==> src/hw/dcache_pkg.sv <==
`default_nettype none

package dcache_pkg;

    localparam int ADDR_W = 32;
    localparam int LINE_W = 128;

    // Request and memory operation codes
    typedef enum logic [2:0] {
        NO_OP = 3'd0,
        LD    = 3'd1,
        ST    = 3'd2,
        RD    = 3'd3,
        WR    = 3'd4,
        REPLY = 3'd6
    } op_e;

    // Line fill from memory
    typedef struct packed {
        logic [ADDR_W-1:0] addr;
        logic [LINE_W-1:0] data;
    } fill_msg_t;

    // Miss read or dirty eviction toward memory
    typedef struct packed {
        op_e               op;
        logic [ADDR_W-1:0] addr;
        logic [LINE_W-1:0] data;
    } mem_req_t;

endpackage

`default_nettype wire

==> src/hw/dcache_req_if.sv <==
`timescale 1ns/10ps
`default_nettype none

interface dcache_req_if #(
    parameter int CL_SIZE      = dcache_pkg::LINE_W,
    parameter int OOO_TAG_SIZE = 10
) ();

    logic                          valid;
    dcache_pkg::op_e               op;
    logic [dcache_pkg::ADDR_W-1:0] addr;
    logic [CL_SIZE-1:0]            data;
    logic [OOO_TAG_SIZE-1:0]       tag;
    logic                          stall;

    modport arb (output valid, op, addr, data, tag, input stall);
    modport bank (input valid, op, addr, data, tag, output stall);

endinterface

`default_nettype wire

==> src/hw/msg_queue.sv <==
`timescale 1ns/10ps
`default_nettype none

module msg_queue #(
    parameter type payload_t = logic,
    parameter int  Q_LENGTH  = 4
) (
    input  wire logic     clk,
    input  wire logic     rst_n,
    input  wire logic     alloc,
    input  wire payload_t din,
    output logic          full,
    input  wire logic     dealloc,
    output logic          valid,
    output payload_t      dout
);

    localparam int PTR_W = (Q_LENGTH > 1) ? $clog2(Q_LENGTH) : 1;
    localparam int CNT_W = $clog2(Q_LENGTH + 1);

    payload_t          entries [Q_LENGTH];
    logic [PTR_W-1:0]  wr_ptr;
    logic [PTR_W-1:0]  rd_ptr;
    logic [CNT_W-1:0]  count;
    logic              push;
    logic              pop;

    function automatic logic [PTR_W-1:0] next_ptr(input logic [PTR_W-1:0] ptr);
        if (ptr == PTR_W'(Q_LENGTH - 1)) begin
            return '0;
        end
        return ptr + 1'b1;
    endfunction

    assign full  = (count == CNT_W'(Q_LENGTH));
    assign valid = (count != '0);
    assign push  = alloc && !full;
    assign pop   = dealloc && valid;
    assign dout  = entries[rd_ptr];

    always_ff @(posedge clk) begin
        if (!rst_n) begin
            wr_ptr <= '0;
            rd_ptr <= '0;
            count  <= '0;
        end else begin
            if (push) begin
                wr_ptr <= next_ptr(wr_ptr);
            end
            if (pop) begin
                rd_ptr <= next_ptr(rd_ptr);
            end
            // Simultaneous push and pop keeps the count
            case ({push, pop})
                2'b10:   count <= count + 1'b1;
                2'b01:   count <= count - 1'b1;
                default: count <= count;
            endcase
        end
    end

    always_ff @(posedge clk) begin
        if (push) begin
            entries[wr_ptr] <= din;
        end
    end

endmodule

`default_nettype wire

==> src/hw/queue_arbiter.sv <==
`timescale 1ns/10ps
`default_nettype none

module queue_arbiter #(
    parameter int CL_SIZE      = dcache_pkg::LINE_W,
    parameter int OOO_TAG_SIZE = 10
) (
    input  wire logic                          reply_valid,
    input  wire dcache_pkg::fill_msg_t         reply_msg,
    output logic                               reply_grant,
    input  wire logic                          pipe_valid,
    input  wire dcache_pkg::op_e               pipe_op,
    input  wire logic [dcache_pkg::ADDR_W-1:0] pipe_addr,
    input  wire logic [CL_SIZE-1:0]            pipe_data,
    input  wire logic [OOO_TAG_SIZE-1:0]       pipe_tag,
    output logic                               pipe_grant,
    dcache_req_if.arb                          req
);

    // Fills go first so pending misses can complete
    assign reply_grant = !req.stall && reply_valid;
    assign pipe_grant  = !req.stall && !reply_valid && pipe_valid;
    assign req.valid   = reply_grant || pipe_grant;

    always_comb begin
        if (reply_valid) begin
            req.op   = dcache_pkg::REPLY;
            req.addr = reply_msg.addr;
            req.data = reply_msg.data;
            req.tag  = '0;
        end else begin
            req.op   = pipe_op;
            req.addr = pipe_addr;
            req.data = pipe_data;
            req.tag  = pipe_tag;
        end
    end

endmodule

`default_nettype wire

==> src/hw/cache_bank.sv <==
`timescale 1ns/10ps
`default_nettype none

module cache_bank #(
    parameter int CL_SIZE      = dcache_pkg::LINE_W,
    parameter int IDX_CNT      = 16,
    parameter int OOO_TAG_SIZE = 10
) (
    input  wire logic                     clk,
    input  wire logic                     rst_n,
    dcache_req_if.bank                    req,
    input  wire logic                     mem_q_full,
    output logic                          mem_alloc,
    output dcache_pkg::mem_req_t          mem_req,
    output logic                          resp_valid,
    output logic                          resp_hit,
    output dcache_pkg::op_e               resp_op,
    output logic [dcache_pkg::ADDR_W-1:0] resp_addr,
    output logic [CL_SIZE-1:0]            resp_data,
    output logic [OOO_TAG_SIZE-1:0]       resp_tag
);

    localparam int OFF_W = $clog2(CL_SIZE / 8);
    localparam int IDX_W = $clog2(IDX_CNT);
    localparam int TAG_W = dcache_pkg::ADDR_W - IDX_W - OFF_W;

    logic [TAG_W-1:0]   tag_q   [IDX_CNT];
    logic [CL_SIZE-1:0] data_q  [IDX_CNT];
    logic [IDX_CNT-1:0] valid_q;
    logic [IDX_CNT-1:0] dirty_q;

    logic [IDX_W-1:0]              idx;
    logic [TAG_W-1:0]              req_tag;
    logic [CL_SIZE-1:0]            line_rd;
    logic [dcache_pkg::ADDR_W-1:0] line_addr;
    logic [dcache_pkg::ADDR_W-1:0] victim_addr;
    logic                          hit;
    logic                          is_access;
    logic                          is_store;
    logic                          is_reply;
    logic                          victim_dirty;

    assign idx     = req.addr[OFF_W +: IDX_W];
    assign req_tag = req.addr[dcache_pkg::ADDR_W-1 -: TAG_W];
    assign line_rd = data_q[idx];

    assign line_addr   = {req.addr[dcache_pkg::ADDR_W-1:OFF_W], {OFF_W{1'b0}}};
    assign victim_addr = {tag_q[idx], idx, {OFF_W{1'b0}}};

    assign hit          = valid_q[idx] && (tag_q[idx] == req_tag);
    assign is_store     = (req.op == dcache_pkg::ST);
    assign is_access    = (req.op == dcache_pkg::LD) || is_store;
    assign is_reply     = (req.op == dcache_pkg::REPLY);
    assign victim_dirty = valid_q[idx] && dirty_q[idx];

    // Nothing is granted while the memory queue cannot take a push
    assign req.stall = mem_q_full;

    // Miss read or eviction pushed at the acceptance edge
    assign mem_alloc = req.valid &&
                       ((is_access && !hit) || (is_reply && victim_dirty));

    always_comb begin
        if (is_reply) begin
            mem_req.op   = dcache_pkg::WR;
            mem_req.addr = victim_addr;
            mem_req.data = line_rd;
        end else begin
            mem_req.op   = dcache_pkg::RD;
            mem_req.addr = line_addr;
            mem_req.data = '0;
        end
    end

    always_ff @(posedge clk) begin
        if (!rst_n) begin
            valid_q    <= '0;
            dirty_q    <= '0;
            resp_valid <= 1'b0;
        end else begin
            resp_valid <= req.valid && is_access;
            if (req.valid && is_reply) begin
                // Fill always lands clean
                valid_q[idx] <= 1'b1;
                dirty_q[idx] <= 1'b0;
            end else if (req.valid && is_store && hit) begin
                dirty_q[idx] <= 1'b1;
            end
        end
    end

    always_ff @(posedge clk) begin
        if (req.valid && is_reply) begin
            tag_q[idx]  <= req_tag;
            data_q[idx] <= req.data;
        end else if (req.valid && is_store && hit) begin
            data_q[idx] <= req.data;
        end
    end

    // Response registered one cycle after acceptance
    always_ff @(posedge clk) begin
        if (req.valid && is_access) begin
            resp_hit  <= hit;
            resp_op   <= req.op;
            resp_addr <= req.addr;
            resp_tag  <= req.tag;
            if (!hit) begin
                resp_data <= '0;
            end else if (is_store) begin
                resp_data <= req.data;
            end else begin
                resp_data <= line_rd;
            end
        end
    end

endmodule

`default_nettype wire

==> src/hw/dcache_core.sv <==
`timescale 1ns/10ps
`default_nettype none

module dcache_core #(
    parameter int CL_SIZE      = dcache_pkg::LINE_W,
    parameter int IDX_CNT      = 16,
    parameter int OOO_TAG_SIZE = 10,
    parameter int Q_LENGTH     = 4
) (
    input  wire logic                          clk,
    input  wire logic                          rst_n,
    input  wire logic                          reply_alloc,
    input  wire logic [dcache_pkg::ADDR_W-1:0] reply_addr,
    input  wire logic [dcache_pkg::LINE_W-1:0] reply_data,
    output logic                               reply_full,
    input  wire logic                          pipe_valid,
    input  wire dcache_pkg::op_e               pipe_op,
    input  wire logic [dcache_pkg::ADDR_W-1:0] pipe_addr,
    input  wire logic [CL_SIZE-1:0]            pipe_data,
    input  wire logic [OOO_TAG_SIZE-1:0]       pipe_tag,
    output logic                               pipe_grant,
    output logic                               resp_valid,
    output logic                               resp_hit,
    output dcache_pkg::op_e                    resp_op,
    output logic [dcache_pkg::ADDR_W-1:0]      resp_addr,
    output logic [CL_SIZE-1:0]                 resp_data,
    output logic [OOO_TAG_SIZE-1:0]            resp_tag,
    output logic                               mem_valid,
    output dcache_pkg::op_e                    mem_op,
    output logic [dcache_pkg::ADDR_W-1:0]      mem_addr,
    output logic [dcache_pkg::LINE_W-1:0]      mem_data,
    input  wire logic                          mem_deq
);

    dcache_pkg::fill_msg_t reply_in;
    dcache_pkg::fill_msg_t reply_head;
    dcache_pkg::mem_req_t  mem_push;
    dcache_pkg::mem_req_t  mem_head;
    logic                  reply_valid;
    logic                  reply_grant;
    logic                  mem_alloc;
    logic                  mem_q_full;

    dcache_req_if #(.CL_SIZE(CL_SIZE), .OOO_TAG_SIZE(OOO_TAG_SIZE)) req_if ();

    assign reply_in.addr = reply_addr;
    assign reply_in.data = reply_data;

    assign mem_op   = mem_head.op;
    assign mem_addr = mem_head.addr;
    assign mem_data = mem_head.data;

    // Inbound line fills
    msg_queue #(.payload_t(dcache_pkg::fill_msg_t), .Q_LENGTH(Q_LENGTH)) reply_q (
        .clk(clk), .rst_n(rst_n),
        .alloc(reply_alloc), .din(reply_in), .full(reply_full),
        .dealloc(reply_grant), .valid(reply_valid), .dout(reply_head)
    );

    queue_arbiter #(.CL_SIZE(CL_SIZE), .OOO_TAG_SIZE(OOO_TAG_SIZE)) queue_arb (
        .reply_valid(reply_valid), .reply_msg(reply_head), .reply_grant(reply_grant),
        .pipe_valid(pipe_valid), .pipe_op(pipe_op), .pipe_addr(pipe_addr),
        .pipe_data(pipe_data), .pipe_tag(pipe_tag), .pipe_grant(pipe_grant),
        .req(req_if.arb)
    );

    cache_bank #(.CL_SIZE(CL_SIZE), .IDX_CNT(IDX_CNT), .OOO_TAG_SIZE(OOO_TAG_SIZE)) bank (
        .clk(clk), .rst_n(rst_n), .req(req_if.bank),
        .mem_q_full(mem_q_full), .mem_alloc(mem_alloc), .mem_req(mem_push),
        .resp_valid(resp_valid), .resp_hit(resp_hit), .resp_op(resp_op),
        .resp_addr(resp_addr), .resp_data(resp_data), .resp_tag(resp_tag)
    );

    // Outbound reads and evictions
    msg_queue #(.payload_t(dcache_pkg::mem_req_t), .Q_LENGTH(Q_LENGTH)) mem_q (
        .clk(clk), .rst_n(rst_n),
        .alloc(mem_alloc), .din(mem_push), .full(mem_q_full),
        .dealloc(mem_deq), .valid(mem_valid), .dout(mem_head)
    );

endmodule

`default_nettype wire

==> config.mk <==
export PLATFORM = sky130hd
export DESIGN_NAME = dcache_core
export DESIGN_NICKNAME = d
export VERILOG_FILES = /design/src/hw/dcache_pkg.sv /design/src/hw/dcache_req_if.sv /design/src/hw/msg_queue.sv /design/src/hw/queue_arbiter.sv /design/src/hw/cache_bank.sv /design/src/hw/dcache_core.sv
export SDC_FILE = /design/constraint.sdc
export NUM_CORES = 2
export LEC_CHECK = 0
export ABC_AREA = 1
export BUFFER_PORTS_ARGS = -buffer_cell sky130_fd_sc_hd__buf_2
export CAP_MARGIN = 20
export CORE_MARGIN = 2
export CORE_UTILIZATION = 45
export CTS_CLUSTER_SIZE = 10
export DETAILED_ROUTE_END_ITERATION = 12
export GPL_TIMING_DRIVEN = 0
export PLACE_DENSITY = 0.63
export SYNTH_ARGS = -nofsm -noshare
export SYNTH_HDL_FRONTEND = slang
export SYNTH_SLANG_ARGS = --single-unit
==> constraint.sdc <==
create_clock -name clk -period 18 [get_ports clk]
set_clock_uncertainty 0.05 [all_clocks]
set_input_delay 1.8 -clock clk [delete_from_list [all_inputs] [get_ports clk]]
set_output_delay 1.8 -clock clk [all_outputs]
set_load 0.01 [all_outputs]
# Yosys cells after proc, flatten, opt, wreduce, memory -nomap -nowiden
# Memory sizes are Yosys's and may differ from the RTL's. A register that Yosys moved wholly into a read port is not among the register bits.
# Index checks and enable logic that the tools add are counted.
word_totals:
  ff_bits: 221
  latchBits: 0
  ram_bits: 3724
  romBits: 0
  inputBits: 338
  out_inout_bits: 341
  word_cells: 125
  memories: 4
mem_list:
  columns: ["name", "depth", "word_bits", "rd", "rd_clocked_by_memory_dff", "wr", "line", "text"]
  rows:
  - ["bank.data_q", 16, 128, 1, 0, 1, "cache_bank.sv:28", "logic [CL_SIZE-1:0] data_q [IDX_CNT];"]
  - ["mem_q.entries", 4, 163, 1, 1, 1, "msg_queue.sv:21", "payload_t entries [Q_LENGTH];"]
  - ["reply_q.entries", 4, 160, 1, 1, 1, "msg_queue.sv:21", null]
  - ["bank.tag_q", 16, 24, 1, 0, 1, "cache_bank.sv:27", "logic [TAG_W-1:0] tag_q [IDX_CNT];"]
op_classes:
  add_sub_neg: 8
  multipliers: 0
  div: 0
  magnitude_cmp: 2
  eq_ne: 14
  n_shift: 0
  mux: 49
  bitwise_logic: 5
  reduce_logical: 29
op_table:
  columns: ["op", "count"]
  rows:
  - ["$mux 128", 3]
  - ["$mux 163", 1]
  - ["$mux 16", 2]
  - ["$mux 32", 1]
  - ["$or 16x16->16", 2]
  - ["$eq 24x24->1", 1]
  - ["$mux 1", 24]
  - ["$mux 2", 12]
  - ["$logic_and 1x1->1", 17]
  - ["$and 16x16->16", 1]
  - ["$not 16->16", 1]
  - ["$eq 2x2->1 const B", 6]
  - ["$pmux 3 s2", 2]
  - ["$eq 3x3->1 const B", 3]
  - ["$add 2x1->2 const B", 4]
  - ["$bmux 1 s4", 2]
  - ["$add 3x1->3 const B", 2]
  - ["$reduce_bool 2->1", 3]
  - ["$reduce_bool 3->1", 2]
  - ["$sub 3x1->3 const B", 2]
  - ["$lt 4x5->1 const B", 1]
  - ["$demux 1 s4", 1]
  - ["$eq 2x1->1 const B", 2]
  - ["$ge 4x1->1 const B", 1]
  - ["6 further kinds", 11]

# Logic depth before layout (Yosys ltp)
logic_depth:
  ltp_word: 13
  depth_mapped: 31
  ltp_nobuf: 30

# Modules after synthesis
# Synthesis repeated with hierarchy kept, for this count alone.
unflattened:
  hier_cells: 10387
  area_unflattened_um2: 150677.0
by_module_without_submodules:
  columns: ["module", "n_inst", "cells_each", "area_per_inst_um2"]
  rows:
  - ["cache_bank", 1, 6576, 100019.7]
  - ["msg_queue (mem_q)", 1, 1646, 24474.7]
  - ["msg_queue (reply_q)", 1, 1617, 24025.5]
  - ["queue_arbiter", 1, 548, 2157.1]

# Worst setup path before layout
# No wires, ideal clock.
synth_timing:
  path_type: "input port to flip-flop"
  from: "input pipe_op[1]"
  to: "memory mem_q.entries[0][0] (netlist bit) (enable)"
  setup_ns: 0.677
  arrival_time_ns: 12.897
  required_time_ns: 17.273
  setup_slack_ns: 4.376
  stages: 10
  path_buffers: 0
  cell_sequence: "inv_1 o21ai_0 nand2_1 inv_1 o21ai_0 inv_1 nand2_1 nand2_1 inv_2 nor2_1"
synth_via:
  elab_chain_cells: 9
synth_lines:
  columns: ["item", "line", "text"]
  rows:
  - ["start, declared", "dcache_core.sv:17", "input wire dcache_pkg::op_e pipe_op,"]
  - ["$mux 3 *", "queue_arbiter.sv:26", "if (reply_valid) begin"]
  - ["$eq 3x1->1 / $eq 3x2->1 (equally long branches)", "cache_bank.sv:52, cache_bank.sv:51", null]
  - ["$logic_or 1x1->1", "cache_bank.sv:52", "assign is_access = (req.op == dcache_pkg::LD) || is_store;"]
  - ["$logic_and 1x1->1", "cache_bank.sv:61", "((is_access && !hit) || (is_reply && victim_dirty));"]
  - ["$logic_or 1x1->1 *", "cache_bank.sv:61", null]
  - ["$logic_and 1x1->1 *", "cache_bank.sv:60", "assign mem_alloc = req.valid &&"]
  - ["$logic_and 1x1->1 *", "msg_queue.sv:37", "assign push = alloc && !full;"]
  - ["$mux 1 *", "msg_queue.sv:63", "if (push) begin"]
  - ["$mux 1 (implied by the code) *", "msg_queue.sv:64", "entries[wr_ptr] <= din;"]
  - ["end, declared", "msg_queue.sv:21", null]
# Every way passes the cells marked *; elsewhere a longest branch is shown, timed or not.

==> results by group <==
STA
  • Hold_ws: 400 ps
  • F_max: 0.145 GHz
  • Setup-failing EPs final: 0
  • Rel. slew slack: 16.8%
  • Actual slew at the worst max-slew pin: 1240 ps
  • Slew Viols, Final: 0
  • Final Hold Viols: 0
  • Unrepaired setup endpoints after global routing: false
  • Final worst-path cycle share: 38.4%
  • Tmin final: 6910 ps

Yosys
  • Synth async-reset ratio: 0%
  • Number of synthesized flops with an enable pin: 3,878
  • Area fraction of the dominant cell type after synthesis: 77.0%
  • Predominant post-synthesis flop cell: edfxtp_1
  • Ys Warns: 0
  • Register bit total from synthesis: 3,929
  • Syn avg cell area: 14.2 µm²
  • Post-Syn Area: 151,000 µm²
  • Count leader, synth: edfxtp_1
  • Sequential share of the synthesized area: 77.7%
  • Leading area contributor after synthesis: edfxtp_1
  • Post-synth cell types: 45
  • Synth Instances: 10,600
  • Commonest cells post-synth: 3,878 x edfxtp_1, 1,262 x nor2_1, 1,109 x nand2_1
  • Synth area leaders: edfxtp_1 77%, a22oi_1 5.1%, nor2_1 3.1%

Routing
  • First DRT Iteration DRCs: 13,700
  • DRC: 0
  • ANT nets after route: 0
  • DR vias: 100,000
  • Routed WL per cell: 30.3 µm
  • Drt first pass iters: 8
  • Via-per-instance ratio: 6.07
  • WL final: 500,000 µm

Clocking
  • Clock Latency Late Sink: 1000 ps
  • Clock root cell: clkbuf_16
  • Clock Path Buffers: 4
  • Clk slew on worst S/H paths: 50 ps
  • H-tree depth: 5
  • # hold bufs at CTS: 0
  • Clock sinks: 3,929
  • Clock tree from TritonCTS: done
  • Cts bufs inserted: 437
  • Post-CTS Setup Inserts: 0
  • CTS resizes: 0

Critical path
  • Top Family by Delay on Critical Path: buffers and inverters
  • Crit Reg-Reg Endpoint: mem_q.entries[3][55]
  • Buf/Inv on CP: 5
  • Worst R2R Path Depth: 21
  • CP peak stage delay: 890 ps
  • R2R Setup Slk: 11,530 ps
  • Crit-path max FO: 10
  • CP endpoint kind: output port
  • CP max-delay cell: o22ai_1
  • Crit path DAT: 5060 ps
  • Worst path most repeated cell: clkbuf_1
  • CP Cell Sequence: clkbuf_1, inv_2, clkbuf_2, clkbuf_1, nor2_1, o22ai_1, buf_2
  • WP data required: 16,150 ps
  • Reg-to-reg startpoint: reply_q.count[0]
  • CP Class: reg2out
  • CP startpoint kind: register

Finish
  • P&R area growth vs syn: 16.8%
  • Fin area: 176,000 µm²
  • Layout cell share with drive strength beyond 1: 15.8%
  • Final Util: 52.8%
  • Nets: 12,300

Hold path
  • Hold crit path type: reg2reg
  • Hold path depth: 2

Die
  • Die area: 341,000 µm²
  • Top Ports: 679
  • Die Y: 584 µm
  • Core Footprint: 334,000 µm²
  • Row count: 212
  • Starting density of the core: 45.3%
  • Die Wd: 584 µm

GRT
  • GRT overflow: 0
  • Largest net degree at the start of global routing: 87
  • Vias in the first global route: 97,000
  • Global Route Usage Sum: 28.6%
  • Initial antenna violation count: 78
  • Global-route wire length before repair: 696,000 µm

Placed design
  • IO Port Bufs: 673
  • GPL Wtd Cong: 0.920
  • DP HPWL: 332,000 µm
  • Post-placement cell area: 164,000 µm²

Outcome
  • Status: completed

Run
  • Max-cap violation count: 0
==> worst max path at each step <==
stage	startpoint	endpoint	slack (ps)	cells past startpoint
2_1_floorplan	pipe_op[1]	mem_q.entries[0][0]	4380	10
3_3_place_gp	pipe_op[1]	mem_q.entries[3][57]	-5980	11
3_5_place_dp	pipe_addr[4]	mem_q.entries[0][55]	10650	19
4_1_cts	register	mem_data[2]	11130	7
5_1_grt	register	mem_data[103]	11190	7
6_report	register	mem_data[2]	11090	7
==> area by class of cell <==
cell class                      instances  area [µm²]
Tap cell                             4387        5490
Multi-Input combinational cell       5597       29700
Sequential cell                      3929      117000
Clock inverter                         29         398
Fill cell                           27000      157000
Buffer                                692        3100
Inverter                              397        1620
Clock buffer                          497       11400
Antenna cell                           47         118
Timing Repair Buffer                  927        7160
==> kinds of logic after synthesis <==
group | share of synthesized area, %
flip-flops | 77.7
AO/OA/AOI/OAI | 11.4
buffers and inverters | 3.02
other | 0.00248
AND/OR/NAND/NOR | 7.73
adder cells (fa/ha/maj) | 0.126
==> flip-flops by register name, indices dropped and copies added (netlist names), named ones only <==
| signal | count |
|---|---|
| reply_q.rd_ptr | 2 |
| bank.data_q | 2048 |
| reply_q.count | 3 |
| bank.tag_q | 384 |
| mem_q.wr_ptr | 2 |
| bank.resp_data | 128 |
| bank.resp_valid | 1 |
| bank.resp_tag | 10 |
| mem_q.rd_ptr | 2 |
| bank.resp_hit | 1 |
| mem_q.count | 3 |
| bank.resp_addr | 32 |
| bank.valid_q | 16 |
| mem_q.entries | 632 |
| reply_q.wr_ptr | 2 |
| reply_q.entries | 640 |
| bank.resp_op | 3 |
==> metal layers <==
metal	vias to the layer above	part of all wire [%]	track usage, %	wire [µm]
met5	-	0.072	0	362
met4	62	5.6	14.7	28000
met3	1040	12	8.68	62500
met2	6343	44	42.8	221000
met1	50200	38	37.8	188000
li1	42500	-	-	-
==> worst register-to-register path, cell delays in order (launching register included) <==
cell and delay [ps]:
dfxtp_1 330, nor2_2 180, nand2_4 140, inv_1 290, nand2_1 210, nand2_1 480, buf_2 500, nor2_1 120
buf_2 330, buf_2 490, buf_1 490, a22oi_1 330, o221ai_1 170, a21oi_1 190, nand4_1 130, nand2_1 180
inv_2 150, nor2_4 480, buf_12 270, buf_12 200, buf_12 260, buf_12 230
==> layout by cell type, fill, tap and decap left out, drive strengths merged <==
cell type and count:
a22oi 1025, nor2 1272, nor3 138, nand4 4
clkinvlp 1, buf 1214, a21oi 564, o21a 8
nor4 129, a211oi 1, o21ai 901, o21bai 1
dfxtp 51, o2111ai 1, or2 1, a32o 16
nor3b 2, clkbuf 902, o211a 2, conb 4
nand2 1122, diode 47, nor4b 1, inv 401
fa 2, o221ai 1, ha 12, edfxtp 3878
a31oi 132, bufinv 1, clkinv 23, nand3b 39
o22ai 173, nand3 46
==> per-stage QoR <==
| stage | instances | setup TNS [ps] | worst slack, ps |
|---|---|---|---|
| global placement | 15700 | -3656920 | -5980 |
| finish | 16500 | 0 | 11090 |
| detailed placement | 15900 | 0 | 10650 |
| CTS | 16400 | 0 | 11130 |
| global route | 16500 | 0 | 11190 |
| floorplan | 10600 | 0 | 4380 |
Power is not shown: default switching activity piles up to over one toggle a cycle in this logic, so the estimate is an artifact.
